--- config.mk ---
export PLATFORM = sky130hd
export DESIGN_NAME = pipe_backend
export DESIGN_NICKNAME = d
export VERILOG_FILES = /design/src/hdl/backend_pkg.sv /design/src/hdl/exec_stage.sv /design/src/hdl/mem_stage.sv /design/src/hdl/pipe_backend.sv /design/src/hdl/reg_file.sv /design/src/hdl/wb_stage.sv
export SDC_FILE = /design/constraint.sdc
export NUM_CORES = 2
export LEC_CHECK = 0
export BUFFER_PORTS_ARGS = -buffer_cell sky130_fd_sc_hd__clkbuf_2
export CAP_MARGIN = 20
export CORE_MARGIN = 2
export CORE_UTILIZATION = 63
export DETAILED_ROUTE_END_ITERATION = 10
export MAX_ROUTING_LAYER = met4
export PLACE_DENSITY = 0.86
export REMOVE_ABC_BUFFERS = 1
export SLEW_MARGIN = 20
export SYNTH_ARGS = -nofsm -noshare
export SYNTH_HDL_FRONTEND = slang
export SYNTH_SLANG_ARGS = --single-unit
--- constraint.sdc ---
create_clock -name clk -period 8.6 [get_ports clk]
set_input_delay 1.72 -clock clk [delete_from_list [all_inputs] [get_ports clk]]
set_output_delay 1.72 -clock clk [all_outputs]
set_load 0.05 [all_outputs]
--- src/hdl/backend_pkg.sv ---
package backend_pkg;

    // ~~~~~~~~~~~~~~~~~~~~~~~~~~~~~~~~~~~~~~~~
    // Widths
    // ~~~~~~~~~~~~~~~~~~~~~~~~~~~~~~~~~~~~~~~~
    localparam int XLEN   = 32;
    localparam int REG_AW = 4;

    typedef enum logic [3:0] {
        OP_NOP   = 4'd0,
        OP_ADD   = 4'd1,
        OP_SUB   = 4'd2,
        OP_AND   = 4'd3,
        OP_OR    = 4'd4,
        OP_XOR   = 4'd5,
        OP_ADDI  = 4'd6,
        OP_LD    = 4'd7,
        OP_ST    = 4'd8,
        OP_RDCNT = 4'd9
    } opcode_e;

    // Fault codes carried with a load or store to commit.
    typedef enum logic [1:0] {
        EXC_NONE  = 2'd0,
        EXC_ALIGN = 2'd1,
        EXC_RANGE = 2'd2
    } excp_e;

    // ~~~~~~~~~~~~~~~~~~~~~~~~~~~~~~~~~~~~~~~~
    // Stage records
    // ~~~~~~~~~~~~~~~~~~~~~~~~~~~~~~~~~~~~~~~~
    typedef struct packed {
        logic              valid;
        logic [XLEN-1:0]   pc;
        opcode_e           op;
        logic [REG_AW-1:0] rd;
        logic [REG_AW-1:0] rs1;
        logic [REG_AW-1:0] rs2;
        logic [XLEN-1:0]   imm;
    } issue_t;

    typedef struct packed {
        logic              valid;
        logic [XLEN-1:0]   pc;
        opcode_e           op;
        logic [REG_AW-1:0] rd;
        logic              we;
        logic [XLEN-1:0]   result;
        logic [XLEN-1:0]   mem_addr;
        logic [XLEN-1:0]   st_data;
    } ex2mem_t;

    // For LD the wdata field holds the load data.
    typedef struct packed {
        logic              valid;
        logic [XLEN-1:0]   pc;
        opcode_e           op;
        excp_e             excp;
        logic              we;
        logic [REG_AW-1:0] waddr;
        logic [XLEN-1:0]   wdata;
        logic              st_en;
        logic [XLEN-1:0]   st_addr;
        logic [XLEN-1:0]   st_data;
    } mem2wb_t;

    typedef struct packed {
        logic              we;
        logic [REG_AW-1:0] waddr;
        logic [XLEN-1:0]   wdata;
    } fwd_t;

    typedef struct packed {
        logic              valid;
        logic [XLEN-1:0]   pc;
        opcode_e           op;
        excp_e             excp;
        logic              we;
        logic [REG_AW-1:0] waddr;
        logic [XLEN-1:0]   wdata;
        logic              st_en;
        logic [XLEN-1:0]   st_addr;
        logic [XLEN-1:0]   st_data;
    } commit_t;

endpackage

--- src/hdl/exec_stage.sv ---
`timescale 1ns/1ps

module exec_stage (
    input  logic                               clk,
    input  logic                               rst,
    input  logic                               advance_i,
    input  logic                               flush_i,
    input  backend_pkg::issue_t                issue_i,
    input  logic [backend_pkg::XLEN-1:0]       rs1_data_i,
    input  logic [backend_pkg::XLEN-1:0]       rs2_data_i,
    input  backend_pkg::fwd_t                  fwd_wb_i,
    input  backend_pkg::commit_t               commit_i,
    output logic [backend_pkg::REG_AW-1:0]     rs1_addr_o,
    output logic [backend_pkg::REG_AW-1:0]     rs2_addr_o,
    output backend_pkg::ex2mem_t               ex2mem_o
);

    backend_pkg::issue_t              issue_q;
    logic [backend_pkg::XLEN-1:0]     instr_cnt;
    logic [backend_pkg::XLEN-1:0]     op_a;
    logic [backend_pkg::XLEN-1:0]     op_b;
    logic [backend_pkg::XLEN-1:0]     alu_res;
    logic                             writes_reg;

    // The younger stage wins, r0 is never bypassed.
    function automatic logic [backend_pkg::XLEN-1:0] resolve(
        input logic [backend_pkg::REG_AW-1:0] addr,
        input logic [backend_pkg::XLEN-1:0]   rf_data,
        input backend_pkg::fwd_t              fwd,
        input backend_pkg::commit_t           cmt
    );
        logic [backend_pkg::XLEN-1:0] value;
        value = rf_data;
        if (addr != '0) begin
            if (fwd.we && fwd.waddr == addr) begin
                value = fwd.wdata;
            end else if (cmt.valid && cmt.we && cmt.waddr == addr) begin
                value = cmt.wdata;
            end
        end
        return value;
    endfunction

    // ~~~~~~~~~~~~~~~~~~~~~~~~~~~~~~~~~~~~~~~~
    // Issue register and instruction counter
    // ~~~~~~~~~~~~~~~~~~~~~~~~~~~~~~~~~~~~~~~~
    always_ff @(posedge clk) begin
        if (rst) begin
            issue_q <= '0;
        end else if (flush_i) begin
            issue_q <= '0;
        end else if (advance_i) begin
            issue_q <= issue_i;
        end
    end

    // Dropped instructions still count, they were accepted.
    always_ff @(posedge clk) begin
        if (rst) begin
            instr_cnt <= '0;
        end else if (advance_i && issue_i.valid) begin
            instr_cnt <= instr_cnt + backend_pkg::XLEN'(1);
        end
    end

    assign rs1_addr_o = issue_q.rs1;
    assign rs2_addr_o = issue_q.rs2;

    assign op_a = resolve(issue_q.rs1, rs1_data_i, fwd_wb_i, commit_i);
    assign op_b = resolve(issue_q.rs2, rs2_data_i, fwd_wb_i, commit_i);

    // ~~~~~~~~~~~~~~~~~~~~~~~~~~~~~~~~~~~~~~~~
    // ALU
    // ~~~~~~~~~~~~~~~~~~~~~~~~~~~~~~~~~~~~~~~~
    always_comb begin
        alu_res    = '0;
        writes_reg = 1'b1;
        case (issue_q.op)
            backend_pkg::OP_ADD:   alu_res = op_a + op_b;
            backend_pkg::OP_SUB:   alu_res = op_a - op_b;
            backend_pkg::OP_AND:   alu_res = op_a & op_b;
            backend_pkg::OP_OR:    alu_res = op_a | op_b;
            backend_pkg::OP_XOR:   alu_res = op_a ^ op_b;
            backend_pkg::OP_ADDI:  alu_res = op_a + issue_q.imm;
            backend_pkg::OP_LD:    alu_res = '0;
            // The counter already includes this RDCNT itself.
            backend_pkg::OP_RDCNT: alu_res = instr_cnt - backend_pkg::XLEN'(1);
            default:               writes_reg = 1'b0;
        endcase
    end

    always_comb begin
        ex2mem_o.valid    = issue_q.valid;
        ex2mem_o.pc       = issue_q.pc;
        ex2mem_o.op       = issue_q.op;
        ex2mem_o.rd       = issue_q.rd;
        ex2mem_o.we       = issue_q.valid & writes_reg;
        ex2mem_o.result   = alu_res;
        ex2mem_o.mem_addr = op_a + issue_q.imm;
        ex2mem_o.st_data  = op_b;
    end

endmodule

--- src/hdl/mem_stage.sv ---
`timescale 1ns/1ps

module mem_stage #(
    parameter int DMEM_WORDS = 64
) (
    input  logic                  clk,
    input  logic                  rst,
    input  logic                  advance_i,
    input  logic                  flush_i,
    input  backend_pkg::ex2mem_t  ex2mem_i,
    input  logic                  store_commit_i,
    output backend_pkg::mem2wb_t  mem2wb_o
);

    localparam int IDX_W = (DMEM_WORDS > 1) ? $clog2(DMEM_WORDS) : 1;

    backend_pkg::ex2mem_t            ex_q;
    logic [backend_pkg::XLEN-1:0]    dmem [DMEM_WORDS];
    logic                            is_ld;
    logic                            is_st;
    logic                            bad_align;
    logic                            bad_range;
    backend_pkg::excp_e              excp;
    logic [IDX_W-1:0]                ld_idx;
    logic [IDX_W-1:0]                st_idx;
    logic [backend_pkg::XLEN-1:0]    ld_data;

    always_ff @(posedge clk) begin
        if (rst) begin
            ex_q <= '0;
        end else if (flush_i) begin
            ex_q <= '0;
        end else if (advance_i) begin
            ex_q <= ex2mem_i;
        end
    end

    // ~~~~~~~~~~~~~~~~~~~~~~~~~~~~~~~~~~~~~~~~
    // Access check
    // ~~~~~~~~~~~~~~~~~~~~~~~~~~~~~~~~~~~~~~~~
    assign is_ld     = ex_q.valid && ex_q.op == backend_pkg::OP_LD;
    assign is_st     = ex_q.valid && ex_q.op == backend_pkg::OP_ST;
    assign bad_align = ex_q.mem_addr[1:0] != 2'b00;
    assign bad_range =
        ex_q.mem_addr[backend_pkg::XLEN-1:2] >= (backend_pkg::XLEN-2)'(DMEM_WORDS);

    // Alignment is reported ahead of range.
    always_comb begin
        excp = backend_pkg::EXC_NONE;
        if (is_ld || is_st) begin
            if (bad_align) begin
                excp = backend_pkg::EXC_ALIGN;
            end else if (bad_range) begin
                excp = backend_pkg::EXC_RANGE;
            end
        end
    end

    // ~~~~~~~~~~~~~~~~~~~~~~~~~~~~~~~~~~~~~~~~
    // Data memory
    // ~~~~~~~~~~~~~~~~~~~~~~~~~~~~~~~~~~~~~~~~
    assign ld_idx  = ex_q.mem_addr[IDX_W+1:2];
    assign st_idx  = mem2wb_o.st_addr[IDX_W+1:2];
    assign ld_data = (is_ld && excp == backend_pkg::EXC_NONE) ? dmem[ld_idx] : '0;

    always_ff @(posedge clk) begin
        if (rst) begin
            for (int i = 0; i < DMEM_WORDS; i++) begin
                dmem[i] <= '0;
            end
        end else if (store_commit_i) begin
            dmem[st_idx] <= mem2wb_o.st_data;
        end
    end

    always_comb begin
        mem2wb_o.valid   = ex_q.valid;
        mem2wb_o.pc      = ex_q.pc;
        mem2wb_o.op      = ex_q.op;
        mem2wb_o.excp    = excp;
        mem2wb_o.we      = ex_q.we && excp == backend_pkg::EXC_NONE;
        mem2wb_o.waddr   = ex_q.rd;
        mem2wb_o.wdata   = is_ld ? ld_data : ex_q.result;
        mem2wb_o.st_en   = is_st && excp == backend_pkg::EXC_NONE;
        mem2wb_o.st_addr = ex_q.mem_addr;
        mem2wb_o.st_data = ex_q.st_data;
    end

endmodule

--- src/hdl/pipe_backend.sv ---
`timescale 1ns/1ps

module pipe_backend #(
    parameter int DMEM_WORDS = 64
) (
    input  logic                  clk,
    input  logic                  rst,
    input  logic                  advance_i,
    input  backend_pkg::issue_t   issue_i,
    output backend_pkg::commit_t  commit_o,
    output logic                  flush_o
);

    backend_pkg::ex2mem_t            ex2mem;
    backend_pkg::mem2wb_t            mem2wb;
    backend_pkg::commit_t            commit;
    backend_pkg::fwd_t               fwd_wb;
    logic                            flush;
    logic                            store_commit;
    logic [backend_pkg::REG_AW-1:0]  rs1_addr;
    logic [backend_pkg::REG_AW-1:0]  rs2_addr;
    logic [backend_pkg::XLEN-1:0]    rs1_data;
    logic [backend_pkg::XLEN-1:0]    rs2_data;

    // ~~~~~~~~~~~~~~~~~~~~~~~~~~~~~~~~~~~~~~~~
    // Stages
    // ~~~~~~~~~~~~~~~~~~~~~~~~~~~~~~~~~~~~~~~~
    exec_stage exec_stage_inst (
        .clk        (clk),
        .rst        (rst),
        .advance_i  (advance_i),
        .flush_i    (flush),
        .issue_i    (issue_i),
        .rs1_data_i (rs1_data),
        .rs2_data_i (rs2_data),
        .fwd_wb_i   (fwd_wb),
        .commit_i   (commit),
        .rs1_addr_o (rs1_addr),
        .rs2_addr_o (rs2_addr),
        .ex2mem_o   (ex2mem)
    );

    mem_stage #(
        .DMEM_WORDS (DMEM_WORDS)
    ) mem_stage_inst (
        .clk            (clk),
        .rst            (rst),
        .advance_i      (advance_i),
        .flush_i        (flush),
        .ex2mem_i       (ex2mem),
        .store_commit_i (store_commit),
        .mem2wb_o       (mem2wb)
    );

    wb_stage wb_stage_inst (
        .clk            (clk),
        .rst            (rst),
        .advance_i      (advance_i),
        .mem_i          (mem2wb),
        .commit_o       (commit),
        .fwd_o          (fwd_wb),
        .flush_o        (flush),
        .store_commit_o (store_commit)
    );

    reg_file reg_file_inst (
        .clk        (clk),
        .rst        (rst),
        .commit_i   (commit),
        .rs1_addr_i (rs1_addr),
        .rs2_addr_i (rs2_addr),
        .rs1_data_o (rs1_data),
        .rs2_data_o (rs2_data)
    );

    assign commit_o = commit;
    assign flush_o  = flush;

endmodule

--- src/hdl/reg_file.sv ---
`timescale 1ns/1ps

module reg_file (
    input  logic                             clk,
    input  logic                             rst,
    input  backend_pkg::commit_t             commit_i,
    input  logic [backend_pkg::REG_AW-1:0]   rs1_addr_i,
    input  logic [backend_pkg::REG_AW-1:0]   rs2_addr_i,
    output logic [backend_pkg::XLEN-1:0]     rs1_data_o,
    output logic [backend_pkg::XLEN-1:0]     rs2_data_o
);

    localparam int NREGS = 1 << backend_pkg::REG_AW;

    logic [backend_pkg::XLEN-1:0] regs [NREGS];
    logic                         wr_en;

    assign wr_en = commit_i.valid && commit_i.we && commit_i.waddr != '0;

    always_ff @(posedge clk) begin
        if (rst) begin
            for (int i = 0; i < NREGS; i++) begin
                regs[i] <= '0;
            end
        end else if (wr_en) begin
            regs[commit_i.waddr] <= commit_i.wdata;
        end
    end

    // r0 is hard zero.
    assign rs1_data_o = (rs1_addr_i == '0) ? '0 : regs[rs1_addr_i];
    assign rs2_data_o = (rs2_addr_i == '0) ? '0 : regs[rs2_addr_i];

endmodule

--- src/hdl/wb_stage.sv ---
`timescale 1ns/1ps

module wb_stage (
    input  logic                  clk,
    input  logic                  rst,
    input  logic                  advance_i,
    input  backend_pkg::mem2wb_t  mem_i,
    output backend_pkg::commit_t  commit_o,
    output backend_pkg::fwd_t     fwd_o,
    output logic                  flush_o,
    output logic                  store_commit_o
);

    logic faulted;

    assign faulted = mem_i.valid && mem_i.excp != backend_pkg::EXC_NONE;

    // Both strobes act at the same edge that moves the instruction to commit.
    assign flush_o        = faulted && advance_i;
    assign store_commit_o = mem_i.valid && mem_i.st_en && !faulted && advance_i;

    // The in-flight result is seen by execute ahead of the commit record.
    assign fwd_o.we    = mem_i.valid && mem_i.we;
    assign fwd_o.waddr = mem_i.waddr;
    assign fwd_o.wdata = mem_i.wdata;

    // ~~~~~~~~~~~~~~~~~~~~~~~~~~~~~~~~~~~~~~~~
    // Commit register
    // ~~~~~~~~~~~~~~~~~~~~~~~~~~~~~~~~~~~~~~~~
    always_ff @(posedge clk) begin
        if (rst) begin
            commit_o <= '0;
        end else if (advance_i) begin
            commit_o.valid   <= mem_i.valid;
            commit_o.pc      <= mem_i.pc;
            commit_o.op      <= mem_i.op;
            commit_o.excp    <= mem_i.excp;
            commit_o.we      <= mem_i.we;
            commit_o.waddr   <= mem_i.waddr;
            commit_o.wdata   <= mem_i.wdata;
            commit_o.st_en   <= mem_i.st_en;
            commit_o.st_addr <= mem_i.st_addr;
            commit_o.st_data <= mem_i.st_data;
        end else begin
            // A stalled cycle shows a bubble, so nothing commits twice.
            commit_o <= '0;
        end
    end

endmodule

== Word level (Yosys, flattened, before mapping) ==
Memories as Yosys holds them, arrays and structs flattened. A register that Yosys moved wholly into a read port is not among the register bits.
Cells that the tools add are included.
W data, S select, Z words.
Cells by class
  add/sub/neg operators: 5
  order comparisons: 1
  equality and inequality tests: 14
  mux-type cells: 35
  bitwise logic cells: 5
  reductions and logical operators: 33
Operator list (number)
  $mux W32: 12
  $pmux W32 S7: 1
  $add A32 B32 Y32: 2
  $reduce_or A32 Y1: 2
  $add A32 B1 Y32 const B: 1
  $and A32 B32 Y32: 1
  $or A32 B32 Y32: 1
  $sub A32 B1 Y32 const B: 1
  $sub A32 B32 Y32: 1
  $xor A32 B32 Y32: 1
  $ge A30 B7 Y1 const B: 1
  $eq A4 B3 Y1 const B: 5
  $mux W4: 5
  $logic_and A1 B1 Y1: 18
  $mux W6: 3
  $eq A4 B4 Y1: 4
  $reduce_bool A4 Y1: 3
  $mux W1: 11
  $eq A4 B2 Y1 const B: 2
  $eq A4 B4 Y1 const B: 2
  $logic_not A4 Y1: 2
  $reduce_or A8 Y1: 1
  $mux W2: 3
  $eq A4 B1 Y1 const B: 1
  7 further kinds: 9
Storage, ports and cells
  output and inout bits: 142
  memories: 2
  bits of input ports: 84
  bits in writable memories: 2560
  bits in registers: 392
  word-level logic and storage cells: 121
Memories
  mem_stage_inst.dmem: depth 64, width 32, rd ports 1, clocked after Yosys merged registers in 1, wr ports 64, RTL line mem_stage.sv:18  | logic [backend_pkg::XLEN-1:0] dmem [DMEM_WORDS];
  reg_file_inst.regs: depth 16, width 32, rd ports 2, clocked after Yosys merged registers in 2, wr ports 16, RTL line reg_file.sv:15  | logic [backend_pkg::XLEN-1:0] regs [NREGS];

== Logic depth before layout (Yosys ltp) ==
  depth after elaboration: 14
  depth in mapped cells: 31
  mapped depth without buffers: 27

== By module ==
Synthesis repeated with hierarchy kept, for this count alone.
Second synthesis, totals
  cell total of the unflattened synthesis: 10239
  area, all modules: 141904.8 um^2
By module, submodules not included
  mem_stage: area each 99521.7 um^2, cells each 6519, instances 1
  reg_file: area each 25625.8 um^2, cells each 1778, instances 1
  exec_stage: area each 12550.8 um^2, cells each 1602, instances 1
  wb_stage: area each 4206.5 um^2, cells each 340, instances 1

== Worst setup path after synthesis ==
Ideal clock, no wire load.
  kind: flip-flop to flip-flop
  from: register, netlist name wb_stage_inst.commit_o[97]
  to: register mem_stage_inst.ex_q[95] (netlist bit)
  library setup time: 127 ps
  cell stages (with the launch flop): 27
  setup slack: 2251 ps
  path buffers: 2
  data arrival time: 6222 ps
  period minus slack after synthesis: 6349 ps
  cell sequence: dfxtp_1 -> buf_2 -> inv_1 -> a221o_1 -> or2_1 -> buf_2 -> mux2_2 -> o31ai_1 -> a31oi_1 -> or4_1 -> or2_1 -> or4_1 -> nand2_1 -> xnor2_1 -> ha_1 -> a21oi_1 -> nor2b_1 -> o21a_1 -> or3_1 -> nor3_1 -> nor3_1 -> o31ai_1 -> a31oi_1 -> a31o_2 -> nor2b_1 -> o21ai_1 -> or3b_1
On the way
  cells in the longest elaborated chain, start to end: 7
  elaborated cells on any way between the ends: 17
  those cells by class: add/sub (3); eq/ne (2); mux (7); bitwise (3); reduce/logical (2)
RTL lines
  $eq A4 B4 Y1: RTL line exec_stage.sv:37  | end else if (cmt.valid && cmt.we && cmt.waddr == addr) begin
  $logic_and A1 B1 Y1: RTL line exec_stage.sv:37
  $mux W32: RTL line exec_stage.sv:37
  $mux W32: RTL line exec_stage.sv:35  | if (fwd.we && fwd.waddr == addr) begin
  $mux W32: RTL line exec_stage.sv:34  | if (addr != '0) begin
  $add A32 B32 Y32 (tied with other cells): RTL line exec_stage.sv:84  | backend_pkg::OP_ADDI: alu_res = op_a + issue_q.imm;
  $pmux W32 S7 (*): RTL line exec_stage.sv:78  | case (issue_q.op)
  to (signal assigned): RTL line mem_stage.sv:34  | ex_q <= ex2mem_i;
  to (decl): RTL line mem_stage.sv:17  | backend_pkg::ex2mem_t ex_q;
Mark *: on every way between the ends. The rest lies on a longest branch, timed or not.
A chain may end at the register's enable or synchronous reset.

==> impl_metrics.toml <==
[worst_setup_path]
worst_setup_path_end_kind = "flip-flop"
crit_path_max_fanout = 32
cp.depth = 27
crit_buf_inv = 3
r2r_cells = 27
critPathKind = "reg -> reg"
cp_data_required_time_ns = 9.43
cpPeakStageDelay_ns = 0.81
slowest_stage = "dfxtp_4"
ff2ff_setup_slack_ns = 0.22
critical-path-top-delay-family = "compound AO/OA/AOI/OAI gates"
cp.arrival_ns = 9.21
timing.rr.end = "mem_stage_inst.ex_q[94]"
critPathLaunchType = "flip-flop"

[clocking]
root_buffer = "clkbuf_16"
post_cts_buffers = 0
postCtsHoldBufs = 0
clkTransAtPathRegs_ns = 0.07
clock_latency_ns = 0.99
clock_sink_count = 2966
clk_path_buf_depth = 4
ctsResizeCount = 0
htreeDepth = 5
cts_tree = "built"
numCtsBuffers = 310

[detailed_routing]
drt-initial-drc-count = 18221
drc = 1
vias = 96477
dr.pass1.iters = 11
drt_wl_total_mm = 490
routedWlPerCell_um = 36.6
via_per_inst = 7.21
ant_nets = 0

[sta]
period_share_pct = 97.4
fin_hold_ws_ns = 0.450
report.final.setup_viol = 0
slew_headroom_pct = 17.6
tightest_slew_ns = 1.23
rsz0062_at_grt = "false"
hold_viol_final = 0
fmax_mhz = 119
period_minus_slack_ns = 8.38
tns_ns = 0
skew_ns = 0.0897
setup_slack_ns = 0.220
drv_slew = 0

[yosys]
yosys-top-cells-count = "and2_1 (2602), edfxtp_1 (2560), mux4_2 (767)"
async_reset_ff_share_pct = 0
synthTopCellsByArea = "edfxtp_1 (54%), mux4_2 (12%), and2_1 (11%), dfxtp_1 (5.7%), mux2i_1 (2.8%)"
yosysSeqAreaShare_pct = 59.9
synth_edf_count = 2560
syn-mean-instance-area_sq_um = 14.0
yosysTopAreaCell = "edfxtp_1"
ys_ff_latch = 2966
synth_cell_types = 104
synth_flop_cell = "edfxtp_1"
synth_top_area_share_pct = 54.1
netlist_area_sq_um = 142000
ys_warn_count = 0
synth.most_common_cell = "and2_1"
syn-instance-count = 10154

[floorplan]
start_util_pct = 63.3
rows = 174
die_x_um = 479
core-area_sq_um = 224000
die_h_um = 479
ioPinCount = 226
die_area_sq_um = 229000

[grt]
grt_pass1_vias = 95246
grt_pass1_wl_mm = 689
grt_use_total_pct = 43.7
grt_max_degree = 145
antenna_found_initial = 41
grt_overflow = 0

[place]
numPortBuffers = 225
hpwl_mm = 295
placed_area_sq_um = 146000
pre_cts_slack_ns = 0.605
place.gp.congestion = 1.12
dp.cells = 12816

[worst_hold_path]
hold_depth = 1
hold_start = "mem_stage_inst.mem2wb_o[118]"
min_path_type = "reg -> reg"
min_to = "wb_stage_inst.commit_o[118]"

[run_status]
outcome = "finished, violations left"
violations = "design-rule violations"

[finish]
nets = 10352
postLayoutCellArea_sq_um = 156000
areaGrowthSynthToFinish_pct = 9.87
layout-drive-gt1-share_pct = 20.1
stdcell_count = 13383

[power_and_ir_drop]
ir_drop_mv = 0.198
leakagePower_nw = 57.1
powerDensity_nw_per_um2 = 220

[run]
drv_cap = 0
[layout by cell type, fill, tap and decap left out, drive strengths merged, types with 99 or more instances in the layout]
cell type and instances:
and2 2603, edfxtp 2560, mux4 769, clkbuf 635, nor2 519, dfxtp 406, mux2i 399, buf 361
nand2 244, a21oi 163, a22oi 131, ha 129, nor3 122, o21ai 104, xnor2 102, inv 99
[where the power goes]
group          total, W  switching [W]  internal, W
logic           0.00464        0.00306      0.00158
registers        0.0165       0.000370       0.0161
clock network    0.0132        0.00559      0.00758
[metrics by stage]
stage	total power, W	utilization, %
6_report	0.0343	69.5
5_1_grt	0.0348	69.5
4_1_cts	0.0339	69.4
3_5_place_dp	0.0211	65.1
3_3_place_gp	0.0210	65.1
2_1_floorplan	0.0198	-
[layout make-up]
type	count	area, sq um
fill	13901	68400
multi-input combinational	6176	52900
clock inverter	118	1160
antenna	36	90.1
clock buffer	412	8490
tap	2992	3740
timing repair buffer	584	4140
sequential	2966	85100
inverter	99	373
[worst max-delay path by stage]
stage                                    endpoint      start
after CTS                 mem_stage_inst.ex_q[95]  flip-flop
after global routing      mem_stage_inst.ex_q[92]  flip-flop
after global placement    mem_stage_inst.ex_q[95]  flip-flop
final                     mem_stage_inst.ex_q[94]  flip-flop
after detailed placement  mem_stage_inst.ex_q[95]  flip-flop
after floorplan           mem_stage_inst.ex_q[95]  flip-flop
[sequential cells by signal, summed over array words and instances (netlist names), named ones only]
register                    count
mem_stage_inst.ex_q            33
mem_stage_inst.dmem          2048
exec_stage_inst.instr_cnt      32
exec_stage_inst.issue_q        32
mem_stage_inst.mem2wb_o       105
exec_stage_inst.rs2_addr_o      4
reg_file_inst.regs            512
exec_stage_inst.ex2mem_o       41
wb_stage_inst.commit_o        141
exec_stage_inst.rs1_addr_o      4
[worst register-to-register path, stage by stage, from the launching register on]
cell	delay [ns]
dfxtp_4	0.81
buf_12	0.30
buf_12	0.29
mux4_2	0.60
mux2i_1	0.51
o32ai_1	0.34
buf_4	0.24
a222oi_1	0.38
and3_1	0.47
a31oi_1	0.16
o31ai_1	0.35
or3b_4	0.45
nor2_1	0.17
a21oi_1	0.11
xnor2_1	0.17
ha_1	0.39
a21o_1	0.20
a21oi_1	0.16
nor2_1	0.06
o21a_1	0.17
o311ai_0	0.38
a21boi_0	0.18
o21ai_0	0.29
a41oi_1	0.26
o2111ai_1	0.32
nand2_1	0.09
o41a_1	0.12
a221oi_1	0.24
[logic make-up (layout without fill, tap and decap cells)]
kind of cell	count (synthesis)	in the layout	share of synthesized area, %
buffers and inverters	1043	1213	3.20
and+or+nand+nor	3902	3902	15.8
other	1	68	0.00264
DFF	2966	2966	59.9
xor gates and xnor gates	152	152	0.938
muxes	1222	1222	15.4
adders and majority gates	131	131	1.16
AOI/OAI and AO/OA	737	737	3.63
[routing by layer]
layer | vias to the layer above | global-route usage [%] | wire length (um)
met5 | - | - | 0
met4 | 0 | 32.6 | 49300
met1 | 46836 | 50.1 | 148000
met3 | 2841 | 16.1 | 79800
met2 | 9652 | 63.1 | 214000
li1 | 37148 | - | -
Power figures use the tool's default switching activity.
